**config.mk**
```make
export PLATFORM = sky130hd
export DESIGN_NAME = dispatch_top
export DESIGN_NICKNAME = d
export VERILOG_FILES = /design/src/rtl/uop_pkg.sv /design/src/rtl/sched_pkg.sv /design/src/rtl/busy_table.sv /design/src/rtl/dispatch.sv /design/src/rtl/dispatch_top.sv /design/src/rtl/issue_queue.sv /design/src/rtl/rob_alloc.sv
export VERILOG_INCLUDE_DIRS = /design/src /design/src/rtl
export SDC_FILE = /design/constraint.sdc
export NUM_CORES = 2
export LEC_CHECK = 0
export BUFFER_PORTS_ARGS = -buffer_cell sky130_fd_sc_hd__buf_2
export CORE_ASPECT_RATIO = 1.4
export CORE_UTILIZATION = 52
export CTS_BUF_LIST = sky130_fd_sc_hd__clkbuf_16
export DETAILED_ROUTE_END_ITERATION = 16
export PLACE_DENSITY = 0.66
export RECOVER_POWER = 50
export SYNTH_ARGS = -nofsm -noshare
export SYNTH_HDL_FRONTEND = slang
export SYNTH_HIERARCHICAL = 1
export SYNTH_SLANG_ARGS = --single-unit
```
**constraint.sdc**
```tcl
create_clock -name clk -period 19.7 [get_ports clk]
set_input_delay 2.955 -clock clk [delete_from_list [all_inputs] [get_ports clk]]
set_output_delay 2.955 -clock clk [all_outputs]
set_load 0.01 [all_outputs]
```
**src/rtl/core_defines.svh**
```systemverilog
`ifndef CORE_DEFINES_SVH
`define CORE_DEFINES_SVH

// physical register number width
`define PRF_NUM_W 6

// bundle-level reorder buffer id, the slot bit is appended below it
`define ROB_ID_W 7

// reorder buffer capacity in micro-ops
`define ROB_DEPTH 16

// entries per issue queue
`define IQ_DEPTH 8

// logical register number width
`define ARCH_W 5

`endif

```
**src/rtl/uop_pkg.sv**
```systemverilog
`include "core_defines.svh"

package uop_pkg;

    typedef logic [`PRF_NUM_W-1:0] prf_num_t;
    typedef logic [`ARCH_W-1:0]    lreg_t;
    typedef logic [5:0]            uop_code_t;
    typedef logic [1:0]            rs_type_t;

    localparam uop_code_t OP_NOP      = 6'd0;
    localparam uop_code_t OP_MDBUBBLE = 6'd1;
    localparam uop_code_t OP_ADD      = 6'd2;
    localparam uop_code_t OP_LW       = 6'd3;
    localparam uop_code_t OP_SB       = 6'd4;
    localparam uop_code_t OP_SH       = 6'd5;
    localparam uop_code_t OP_SW       = 6'd6;
    localparam uop_code_t OP_SWL      = 6'd7;
    localparam uop_code_t OP_SWR      = 6'd8;
    localparam uop_code_t OP_MULTHI   = 6'd9;
    localparam uop_code_t OP_MULTLO   = 6'd10;
    localparam uop_code_t OP_MULTUHI  = 6'd11;
    localparam uop_code_t OP_MULTULO  = 6'd12;

    // none is zero so a cleared record steers nowhere
    localparam rs_type_t RS_NONE = 2'd0;
    localparam rs_type_t RS_ALU  = 2'd1;
    localparam rs_type_t RS_MDU  = 2'd2;
    localparam rs_type_t RS_LSU  = 2'd3;

    typedef struct packed {
        logic               valid;
        logic [31:0]        pc;
        uop_code_t          code;
        rs_type_t           rs_type;
        logic               is_priv;
        logic               src0_en;
        logic               src1_en;
        lreg_t              src0_lreg;
        lreg_t              src1_lreg;
        prf_num_t           src0_preg;
        prf_num_t           src1_preg;
        logic               dst_en;
        prf_num_t           dst_preg;
        // {bundle id, slot}
        logic [`ROB_ID_W:0] id;
        logic               busy;
    } uop_t;

    function automatic logic code_is_store(uop_code_t code);
        return code inside {OP_SB, OP_SH, OP_SW, OP_SWL, OP_SWR};
    endfunction

    function automatic logic code_is_mul(uop_code_t code);
        return code inside {OP_MULTHI, OP_MULTLO, OP_MULTUHI, OP_MULTULO};
    endfunction

endpackage

```
**src/rtl/sched_pkg.sv**
```systemverilog
`include "core_defines.svh"

package sched_pkg;

    import uop_pkg::*;

    // counts bundles, two micro-op slots per id
    typedef logic [`ROB_ID_W-1:0] rob_id_t;

    typedef struct packed {
        uop_t uop;
        logic src0_ready;
        logic src1_ready;
        logic is_store;
    } queue_entry_t;

    // hi and lo halves of a multiply travel together
    typedef struct packed {
        uop_t uop_hi;
        uop_t uop_lo;
        logic src0_ready;
        logic src1_ready;
        logic is_mul;
    } mdu_entry_t;

    typedef enum logic [2:0] {
        IDLE,
        WAIT_SLOT0,
        WR_SLOT0,
        WAIT_SLOT1,
        WR_SLOT1,
        DONE
    } dispatch_state_e;

endpackage

```
**src/rtl/busy_table.sv**
```systemverilog
`timescale 1ns/1ps
`include "core_defines.svh"

module busy_table
    import uop_pkg::*;
(
    input  logic     clk,
    input  logic     rst,
    input  prf_num_t set_num_0,
    input  prf_num_t set_num_1,
    input  logic     set_en_0,
    input  logic     set_en_1,
    input  prf_num_t wb_num,
    input  logic     wb_en,
    input  prf_num_t rd_num_0_0,
    input  prf_num_t rd_num_0_1,
    input  prf_num_t rd_num_1_0,
    input  prf_num_t rd_num_1_1,
    output logic     busy_0_0,
    output logic     busy_0_1,
    output logic     busy_1_0,
    output logic     busy_1_1
);

    localparam int NUM_PRF = 1 << `PRF_NUM_W;

    logic [NUM_PRF-1:0] busy_q;

    always_ff @(posedge clk) begin
        if (rst) begin
            busy_q <= '0;
        end else begin
            if (wb_en) begin
                busy_q[wb_num] <= 1'b0;
            end
            // later assignments win, so a new owner beats the writeback
            if (set_en_0) begin
                busy_q[set_num_0] <= 1'b1;
            end
            if (set_en_1) begin
                busy_q[set_num_1] <= 1'b1;
            end
        end
    end

    // no writeback bypass, reads see last cycle's state
    assign busy_0_0 = busy_q[rd_num_0_0];
    assign busy_0_1 = busy_q[rd_num_0_1];
    assign busy_1_0 = busy_q[rd_num_1_0];
    assign busy_1_1 = busy_q[rd_num_1_1];

endmodule

```
**src/rtl/dispatch.sv**
```systemverilog
`timescale 1ns/1ps

module dispatch
    import uop_pkg::*;
    import sched_pkg::*;
(
    input  logic         clk,
    input  logic         rst,
    input  logic         stall,
    input  uop_t         uop_0,
    input  uop_t         uop_1,
    input  rob_id_t      rob_next_id,
    input  logic         rob_empty,
    input  logic         rob_ready,
    input  logic         alu_has_room,
    input  logic         lsu_has_room,
    input  logic         src_busy_0_0,
    input  logic         src_busy_0_1,
    input  logic         src_busy_1_0,
    input  logic         src_busy_1_1,
    output prf_num_t     src_num_0_0,
    output prf_num_t     src_num_0_1,
    output prf_num_t     src_num_1_0,
    output prf_num_t     src_num_1_1,
    output prf_num_t     set_num_0,
    output prf_num_t     set_num_1,
    output logic         set_en_0,
    output logic         set_en_1,
    output logic         rob_wen,
    output logic [1:0]   rob_count,
    output logic         alu_wen_0,
    output logic         alu_wen_1,
    output queue_entry_t alu_entry_0,
    output queue_entry_t alu_entry_1,
    output logic         lsu_wen_0,
    output logic         lsu_wen_1,
    output queue_entry_t lsu_entry_0,
    output queue_entry_t lsu_entry_1,
    output logic         mdu_valid,
    output mdu_entry_t   mdu_entry,
    output logic         pause_req
);

    dispatch_state_e state, state_next;
    logic            has_priv;
    logic            both_valid;
    logic            go;
    uop_t            sel_0, sel_1;
    uop_t            tag_0, tag_1;
    queue_entry_t    ent_0, ent_1;
    logic            rdy_0_0, rdy_0_1, rdy_1_0, rdy_1_1;
    logic            alu_0, alu_1, lsu_0, lsu_1;

    assign has_priv   = (uop_0.valid && uop_0.is_priv) || (uop_1.valid && uop_1.is_priv);
    assign both_valid = uop_0.valid && uop_1.valid;
    // a write may proceed this cycle
    assign go         = !stall && alu_has_room && lsu_has_room;

    always_ff @(posedge clk) begin
        if (rst) begin
            state <= IDLE;
        end else begin
            state <= state_next;
        end
    end

    // privileged ops enter one at a time into an empty ROB
    always_comb begin
        state_next = state;
        case (state)
            IDLE:       if (has_priv) state_next = WAIT_SLOT0;
            WAIT_SLOT0: if (rob_empty && go) state_next = WR_SLOT0;
            WR_SLOT0:   if (go) state_next = both_valid ? WAIT_SLOT1 : DONE;
            WAIT_SLOT1: if (rob_empty && go) state_next = WR_SLOT1;
            WR_SLOT1:   if (go) state_next = DONE;
            DONE:       state_next = IDLE;
            default:    state_next = IDLE;
        endcase
    end

    // rename holds its bundle while this is high
    always_comb begin
        case (state)
            IDLE:    pause_req = !rob_ready || !alu_has_room || !lsu_has_room || has_priv;
            DONE:    pause_req = 1'b0;
            default: pause_req = 1'b1;
        endcase
    end

    // bundle that goes out this cycle, cleared when nothing is written
    always_comb begin
        sel_0 = '0;
        sel_1 = '0;
        case (state)
            IDLE: begin
                if (!pause_req && !stall) begin
                    sel_0 = uop_0;
                    sel_1 = uop_1;
                end
            end
            WR_SLOT0: if (go) sel_0 = uop_0.valid ? uop_0 : uop_1;
            // second privileged op enters alone, so it takes slot bit 0
            WR_SLOT1: if (go) sel_0 = uop_1;
            default: ;
        endcase
    end

    always_comb begin
        tag_0      = sel_0;
        tag_0.id   = {rob_next_id, 1'b0};
        tag_0.busy = sel_0.valid && sel_0.code != OP_NOP && sel_0.code != OP_MDBUBBLE;
        tag_1      = sel_1;
        tag_1.id   = {rob_next_id, 1'b1};
        tag_1.busy = sel_1.valid && sel_1.code != OP_NOP && sel_1.code != OP_MDBUBBLE;
    end

    assign rob_wen   = sel_0.valid || sel_1.valid;
    assign rob_count = {1'b0, sel_0.valid} + {1'b0, sel_1.valid};

    // scoreboard lookups and busy marking
    assign src_num_0_0 = sel_0.src0_preg;
    assign src_num_0_1 = sel_0.src1_preg;
    assign src_num_1_0 = sel_1.src0_preg;
    assign src_num_1_1 = sel_1.src1_preg;
    assign set_num_0   = sel_0.dst_preg;
    assign set_num_1   = sel_1.dst_preg;
    assign set_en_0    = sel_0.valid && sel_0.dst_en;
    assign set_en_1    = sel_1.valid && sel_1.dst_en;

    // r0 and unused sources are always ready
    assign rdy_0_0 = !sel_0.src0_en || sel_0.src0_lreg == '0 || !src_busy_0_0;
    assign rdy_0_1 = !sel_0.src1_en || sel_0.src1_lreg == '0 || !src_busy_0_1;
    // slot 1 may also depend on slot 0 of the same bundle
    assign rdy_1_0 = !sel_1.src0_en || sel_1.src0_lreg == '0 ||
                     (!src_busy_1_0 && !(set_en_0 && sel_1.src0_preg == set_num_0));
    assign rdy_1_1 = !sel_1.src1_en || sel_1.src1_lreg == '0 ||
                     (!src_busy_1_1 && !(set_en_0 && sel_1.src1_preg == set_num_0));

    always_comb begin
        ent_0 = '{uop: tag_0, src0_ready: rdy_0_0, src1_ready: rdy_0_1,
                  is_store: code_is_store(tag_0.code)};
        ent_1 = '{uop: tag_1, src0_ready: rdy_1_0, src1_ready: rdy_1_1,
                  is_store: code_is_store(tag_1.code)};
    end

    assign alu_0 = sel_0.valid && sel_0.rs_type == RS_ALU;
    assign alu_1 = sel_1.valid && sel_1.rs_type == RS_ALU;
    assign lsu_0 = sel_0.valid && sel_0.rs_type == RS_LSU;
    assign lsu_1 = sel_1.valid && sel_1.rs_type == RS_LSU;

    // a lone match is packed into port 0
    assign alu_wen_0   = alu_0 || alu_1;
    assign alu_wen_1   = alu_0 && alu_1;
    assign alu_entry_0 = alu_0 ? ent_0 : ent_1;
    assign alu_entry_1 = ent_1;

    assign lsu_wen_0   = lsu_0 || lsu_1;
    assign lsu_wen_1   = lsu_0 && lsu_1;
    assign lsu_entry_0 = lsu_0 ? ent_0 : ent_1;
    assign lsu_entry_1 = ent_1;

    assign mdu_valid = sel_0.valid && sel_0.rs_type == RS_MDU;
    assign mdu_entry = '{uop_hi: tag_0, uop_lo: tag_1, src0_ready: rdy_0_0,
                         src1_ready: rdy_0_1, is_mul: code_is_mul(tag_0.code)};

    a_alu_pack: assert property (@(posedge clk) disable iff (rst)
        alu_wen_1 |-> alu_wen_0);

    a_lsu_pack: assert property (@(posedge clk) disable iff (rst)
        lsu_wen_1 |-> lsu_wen_0);

    a_wr_slot1_exit: assert property (@(posedge clk) disable iff (rst)
        state == WR_SLOT1 |=> state inside {WR_SLOT1, DONE});

endmodule

```
**src/rtl/dispatch_top.sv**
```systemverilog
`timescale 1ns/1ps
`include "core_defines.svh"

module dispatch_top
    import uop_pkg::*;
    import sched_pkg::*;
(
    input  logic         clk,
    input  logic         rst,
    input  logic         stall,
    input  uop_t         uop_0,
    input  uop_t         uop_1,
    input  logic [1:0]   retire_count,
    input  prf_num_t     wb_num,
    input  logic         wb_en,
    input  logic         alu_pop,
    input  logic         lsu_pop,
    output logic         pause_req,
    output queue_entry_t alu_head,
    output logic         alu_head_valid,
    output queue_entry_t lsu_head,
    output logic         lsu_head_valid,
    output logic         mdu_valid,
    output mdu_entry_t   mdu_entry,
    output logic         rob_empty
);

    rob_id_t      rob_next_id;
    logic         rob_ready, rob_wen;
    logic [1:0]   rob_count;
    logic         alu_has_room, lsu_has_room;
    prf_num_t     src_num_0_0, src_num_0_1, src_num_1_0, src_num_1_1;
    logic         src_busy_0_0, src_busy_0_1, src_busy_1_0, src_busy_1_1;
    prf_num_t     set_num_0, set_num_1;
    logic         set_en_0, set_en_1;
    logic         alu_wen_0, alu_wen_1, lsu_wen_0, lsu_wen_1;
    queue_entry_t alu_entry_0, alu_entry_1, lsu_entry_0, lsu_entry_1;

    dispatch u_dispatch (
        .clk          (clk),
        .rst          (rst),
        .stall        (stall),
        .uop_0        (uop_0),
        .uop_1        (uop_1),
        .rob_next_id  (rob_next_id),
        .rob_empty    (rob_empty),
        .rob_ready    (rob_ready),
        .alu_has_room (alu_has_room),
        .lsu_has_room (lsu_has_room),
        .src_busy_0_0 (src_busy_0_0),
        .src_busy_0_1 (src_busy_0_1),
        .src_busy_1_0 (src_busy_1_0),
        .src_busy_1_1 (src_busy_1_1),
        .src_num_0_0  (src_num_0_0),
        .src_num_0_1  (src_num_0_1),
        .src_num_1_0  (src_num_1_0),
        .src_num_1_1  (src_num_1_1),
        .set_num_0    (set_num_0),
        .set_num_1    (set_num_1),
        .set_en_0     (set_en_0),
        .set_en_1     (set_en_1),
        .rob_wen      (rob_wen),
        .rob_count    (rob_count),
        .alu_wen_0    (alu_wen_0),
        .alu_wen_1    (alu_wen_1),
        .alu_entry_0  (alu_entry_0),
        .alu_entry_1  (alu_entry_1),
        .lsu_wen_0    (lsu_wen_0),
        .lsu_wen_1    (lsu_wen_1),
        .lsu_entry_0  (lsu_entry_0),
        .lsu_entry_1  (lsu_entry_1),
        .mdu_valid    (mdu_valid),
        .mdu_entry    (mdu_entry),
        .pause_req    (pause_req)
    );

    rob_alloc u_rob_alloc (
        .clk          (clk),
        .rst          (rst),
        .wen          (rob_wen),
        .count        (rob_count),
        .retire_count (retire_count),
        .next_id      (rob_next_id),
        .empty        (rob_empty),
        .ready        (rob_ready)
    );

    busy_table u_busy_table (
        .clk        (clk),
        .rst        (rst),
        .set_num_0  (set_num_0),
        .set_num_1  (set_num_1),
        .set_en_0   (set_en_0),
        .set_en_1   (set_en_1),
        .wb_num     (wb_num),
        .wb_en      (wb_en),
        .rd_num_0_0 (src_num_0_0),
        .rd_num_0_1 (src_num_0_1),
        .rd_num_1_0 (src_num_1_0),
        .rd_num_1_1 (src_num_1_1),
        .busy_0_0   (src_busy_0_0),
        .busy_0_1   (src_busy_0_1),
        .busy_1_0   (src_busy_1_0),
        .busy_1_1   (src_busy_1_1)
    );

    issue_queue #(.DEPTH(`IQ_DEPTH)) u_alu_iq (
        .clk        (clk),
        .rst        (rst),
        .wen_0      (alu_wen_0),
        .wen_1      (alu_wen_1),
        .entry_0    (alu_entry_0),
        .entry_1    (alu_entry_1),
        .pop        (alu_pop),
        .head       (alu_head),
        .head_valid (alu_head_valid),
        .has_room   (alu_has_room)
    );

    issue_queue #(.DEPTH(`IQ_DEPTH)) u_lsu_iq (
        .clk        (clk),
        .rst        (rst),
        .wen_0      (lsu_wen_0),
        .wen_1      (lsu_wen_1),
        .entry_0    (lsu_entry_0),
        .entry_1    (lsu_entry_1),
        .pop        (lsu_pop),
        .head       (lsu_head),
        .head_valid (lsu_head_valid),
        .has_room   (lsu_has_room)
    );

endmodule

```
**src/rtl/issue_queue.sv**
```systemverilog
`timescale 1ns/1ps
`include "core_defines.svh"

module issue_queue
    import sched_pkg::*;
#(
    // power of two so the pointers wrap on their own
    parameter int DEPTH = `IQ_DEPTH
) (
    input  logic         clk,
    input  logic         rst,
    input  logic         wen_0,
    input  logic         wen_1,
    input  queue_entry_t entry_0,
    input  queue_entry_t entry_1,
    input  logic         pop,
    output queue_entry_t head,
    output logic         head_valid,
    output logic         has_room
);

    localparam int PTR_W = $clog2(DEPTH);
    localparam int CNT_W = PTR_W + 1;

    queue_entry_t     mem [DEPTH];
    logic [PTR_W-1:0] wr_ptr, rd_ptr;
    logic [CNT_W-1:0] count;
    logic [1:0]       n_wr;
    logic             do_pop;

    assign n_wr   = {1'b0, wen_0} + {1'b0, wen_1};
    assign do_pop = pop && head_valid;

    // port 1 lands right behind port 0
    always_ff @(posedge clk) begin
        if (wen_0) begin
            mem[wr_ptr] <= entry_0;
        end
        if (wen_1) begin
            mem[wr_ptr + PTR_W'(1)] <= entry_1;
        end
    end

    always_ff @(posedge clk) begin
        if (rst) begin
            wr_ptr <= '0;
            rd_ptr <= '0;
            count  <= '0;
        end else begin
            wr_ptr <= wr_ptr + PTR_W'(n_wr);
            if (do_pop) begin
                rd_ptr <= rd_ptr + 1'b1;
            end
            count <= count + CNT_W'(n_wr) - CNT_W'(do_pop);
        end
    end

    assign head       = mem[rd_ptr];
    assign head_valid = count != '0;
    assign has_room   = count <= CNT_W'(DEPTH - 2);

    // the dispatcher must hold off when room is gone
    a_no_overflow: assert property (@(posedge clk) disable iff (rst)
        !has_room |-> !wen_0 && !wen_1);

endmodule

```
**src/rtl/rob_alloc.sv**
```systemverilog
`timescale 1ns/1ps
`include "core_defines.svh"

module rob_alloc
    import sched_pkg::*;
(
    input  logic       clk,
    input  logic       rst,
    input  logic       wen,
    input  logic [1:0] count,
    input  logic [1:0] retire_count,
    output rob_id_t    next_id,
    output logic       empty,
    output logic       ready
);

    localparam int OCC_W = $clog2(`ROB_DEPTH + 1);

    logic [OCC_W-1:0] occ;
    logic [OCC_W-1:0] add_n;
    rob_id_t          bundle_id;

    assign add_n = wen ? OCC_W'(count) : '0;

    always_ff @(posedge clk) begin
        if (rst) begin
            occ       <= '0;
            bundle_id <= '0;
        end else begin
            occ <= occ + add_n - OCC_W'(retire_count);
            // one id per bundle, whatever its size
            if (wen) begin
                bundle_id <= bundle_id + 1'b1;
            end
        end
    end

    assign next_id = bundle_id;
    assign empty   = occ == '0;
    // room for a full bundle
    assign ready   = occ <= OCC_W'(`ROB_DEPTH - 2);

    // retire only drains ops already held before this cycle
    a_occ_bounds: assert property (@(posedge clk) disable iff (rst)
        occ <= OCC_W'(`ROB_DEPTH) && OCC_W'(retire_count) <= occ);

endmodule

```
==> metrics.txt <==
status=complete, but fails checks; failing checks=max-capacitance violations, max-slew violations; CTS Root Cell=clkbuf_16; Pwr per Cell Area=93.28 nW/um^2; grt total ovfl=0; synth warn=6; worst skew pair latency=0.80 ns; sw frac=28.89%; DR iter-0 viols=5485; startpoint class of the critical path=input port; FF-to-FF Start=u_rob_alloc/occ[4]; Vias/cell=6.615; initial core utilization=52.29%; Post-synth ARST share=0%; Total Routing Usage GR=33.82%; Max Cap Violations=55; clk slew on worst S/H paths=0.06 ns; global-route wire length before repair=370800 um; Hold Fails Final Rpt=0; min-delay src=u_lsu_iq/rd_ptr[1]; Mapped Cells=5234; WP data required=20.23 ns; vias in the first global route=49893; Post-Syn Area per Cell=15.30 sq um; # hold bufs at CTS=0; Vias=50033; Slew Viols, Final=2057; largest net degree at the start of global routing=122; Final min period=14.56 ns; Comb pwr share=21.9%; Crit Path Class=in -> reg; routed length per instance=35.23 um; Num CTS Buffers=148; CTS Sinks=1465; LEAKAGE=31.01 nW; number of port buffers=499; relative slew slack=-481.3%; IO Pins=520; die height=466.4 um; Register-to-Register Path Depth=17; TritonRoute pass-1 iters=8; CP Max Fanout=43; share of layout cells above drive strength 1=42.13%; dpl hpwl=167600 um; Post-synth EDFFs=1360; sequential fraction of the synthesis area=53.62%; Netlist cell types=81; minimum hold slack=0.5085 ns; Max VDD drop=0.07003 mV; commonest cells after routing, fill and taps aside=edfxtp_1, mux2_2, mux4_2; share of power burned in registers=43.3%; Longest Clk Path Bufs=3; Post-Layout Inst Area=87340 sq um; clock share of power=34.9%; CP arrival=15.09 ns; Hold WC Path Type=reg -> reg; Final Cycle Share=73.90%; Worst Max-Slew Pin Slew=8.720 ns; cell area after synthesis=80090 sq um; R2R Setup Slk=6.16 ns; DR DRC count=0; post-CTS setup buffer count=0; CP Capture Type=flip-flop; Post-DRT Antenna Nets=0; P_int=5.794 mW; worst hold stages=2; Area Overhead vs Synth=9.060%; H-tree levels=4; GPL Wtd Cong=0.9740; CTS-repair resized insts=0; Synth Flop Type=edfxtp_1; Worst R2R End=u_lsu_iq/mem[6][21]; #FFs+latches synth=1465; CTS tree=yes; Max Clock Skew=0.02497 ns; # fillers=12365; antenna violations before repair=14; setup TNS=0 ns; Nets=5662; Setup-failing EPs final=0; Max Clock Freq=68.69 MHz; RSZ-0062 raised after global routing=no; Core ar.=153100 sq um; row cnt=170; cell area after placement=83130 sq um; P_sw=2.354 mW; die area=155600 sq um; commonest non-fill, non-tap cell in the layout=edfxtp_1; final WL=266500 um; Die X-Extent=333.7 um
[routing by layer]
metal	track usage [%]	routed length, um
met4	19.73	17620
met2	55.52	127600
met5	0	34
met1	41.31	99050
met3	7.231	22190
[stage by stage]
stage | utilization, % | worst slack [ns] | std cells | total power [mW]
2_1_floorplan | - | 7.878 | 5236 | 4.712
3_3_place_gp | 54.28 | 9.044 | 7275 | 5.358
3_5_place_dp | 54.28 | 8.874 | 7275 | 5.379
4_1_cts | 57.42 | 9.311 | 7546 | 8.204
5_1_grt | 57.02 | 4.815 | 7558 | 8.378
6_report | 57.03 | 5.142 | 7563 | 8.147
[synthesized netlist by cell type, types with 29 or more instances]
| master | count | share of area, % |
|---|---|---|
| inv_1 | 112 | 0.52 |
| buf_4 | 262 | 2.5 |
| mux2_2 | 1289 | 18 |
| buf_2 | 203 | 1.3 |
| a22o_1 | 66 | 0.72 |
| a22oi_1 | 70 | 0.66 |
| a21oi_1 | 87 | 0.54 |
| mux4_2 | 393 | 11 |
| ha_1 | 31 | 0.48 |
| o21ai_0 | 225 | 1.4 |
| edfxtp_1 | 1360 | 51 |
| nand2_1 | 264 | 1.2 |
| dfxtp_1 | 105 | 2.6 |
| clkbuf_1 | 98 | 0.46 |
| nor2_1 | 69 | 0.32 |
| mux2_1 | 248 | 3.5 |
| mux2i_1 | 31 | 0.39 |
| nand2b_1 | 29 | 0.23 |
[sequential cells by signal, summed over array words and instances (netlist names), named ones only]
register / count
u_lsu_iq/wr_ptr: 3
u_lsu_iq/count: 4
u_busy_table/busy_q: 64
u_alu_iq/rd_ptr: 3
u_lsu_iq/mem: 680
u_alu_iq/mem: 680
u_lsu_iq/rd_ptr: 3
u_rob_alloc/occ: 5
u_alu_iq/wr_ptr: 3
u_rob_alloc/next_id: 7
u_dispatch/state: 3
u_alu_iq/count: 4
[critical path, cell delays in order]
cell	delay, ns
clkbuf_1	0.27
a221oi_1	0.48
and3_1	1.60
or2_0	1.54
buf_4	0.59
a22oi_1	0.28
nor3_1	0.58
inv_1	0.09
clkbuf_1	0.43
nor2_1	0.44
nand3_1	0.27
nor2_1	1.79
clkbuf_1	2.22
buf_4	0.92
mux2_2	0.42
[cell families (layout without fill, tap and decap cells)]
| kind of cell | after synthesis | in the layout | synth area share [%] |
|---|---|---|---|
| AND/OR/NAND/NOR | 506 | 506 | 3.017 |
| AO/OA/AOI/OAI | 524 | 524 | 4.112 |
| multiplexers | 1972 | 1972 | 33.41 |
| adder cells (fa/ha/maj) | 37 | 37 | 0.6343 |
| flip-flops | 1465 | 1465 | 53.62 |
| buffers and inverters | 708 | 1040 | 4.943 |
| other | 2 | 21 | 0.009377 |
| XOR/XNOR | 20 | 20 | 0.2562 |
[how the worst max path moves through the flow]
| stage | startpoint | to | cells after the start | slack (ns) |
|---|---|---|---|---|
| after floorplan | stall | u_alu_iq/mem[2][0] | 12 | 7.88 |
| after global placement | uop_0[81] | u_alu_iq/mem[5][76] | 15 | 9.04 |
| after detailed placement | uop_0[81] | u_alu_iq/mem[5][75] | 15 | 8.87 |
| after CTS | uop_0[81] | mdu_entry[1] | 12 | 9.31 |
| after global routing | uop_0[81] | u_lsu_iq/mem[0][63] | 14 | 4.81 |
| final | uop_0[81] | u_lsu_iq/mem[6][21] | 15 | 5.14 |
[power by group through the flow]
stage                     Clock (mW)  Combinational (mW)  Sequential [mW]
after global placement             0                1.77             3.59
final                           2.84                1.78             3.53
after global routing            2.98                1.87             3.53
after CTS                       2.88                1.80             3.53
after detailed placement           0                1.79             3.59
after floorplan                    0                1.18             3.53
[cell type report]
type                    instances  area (sq um)  share of cell area, %
multi-input cells            3063         33290                  38.12
diodes                         17         42.54                0.04871
well taps                    1978          2475                  2.833
clock inverters               117         953.4                  1.092
inverters                     112         420.4                 0.4813
repair buffers                657          3348                  3.833
clock buffers                 154          3854                  4.412
flip-flops and latches       1465         42960                  49.18
Note: power is estimated with default switching activity, not from simulation.
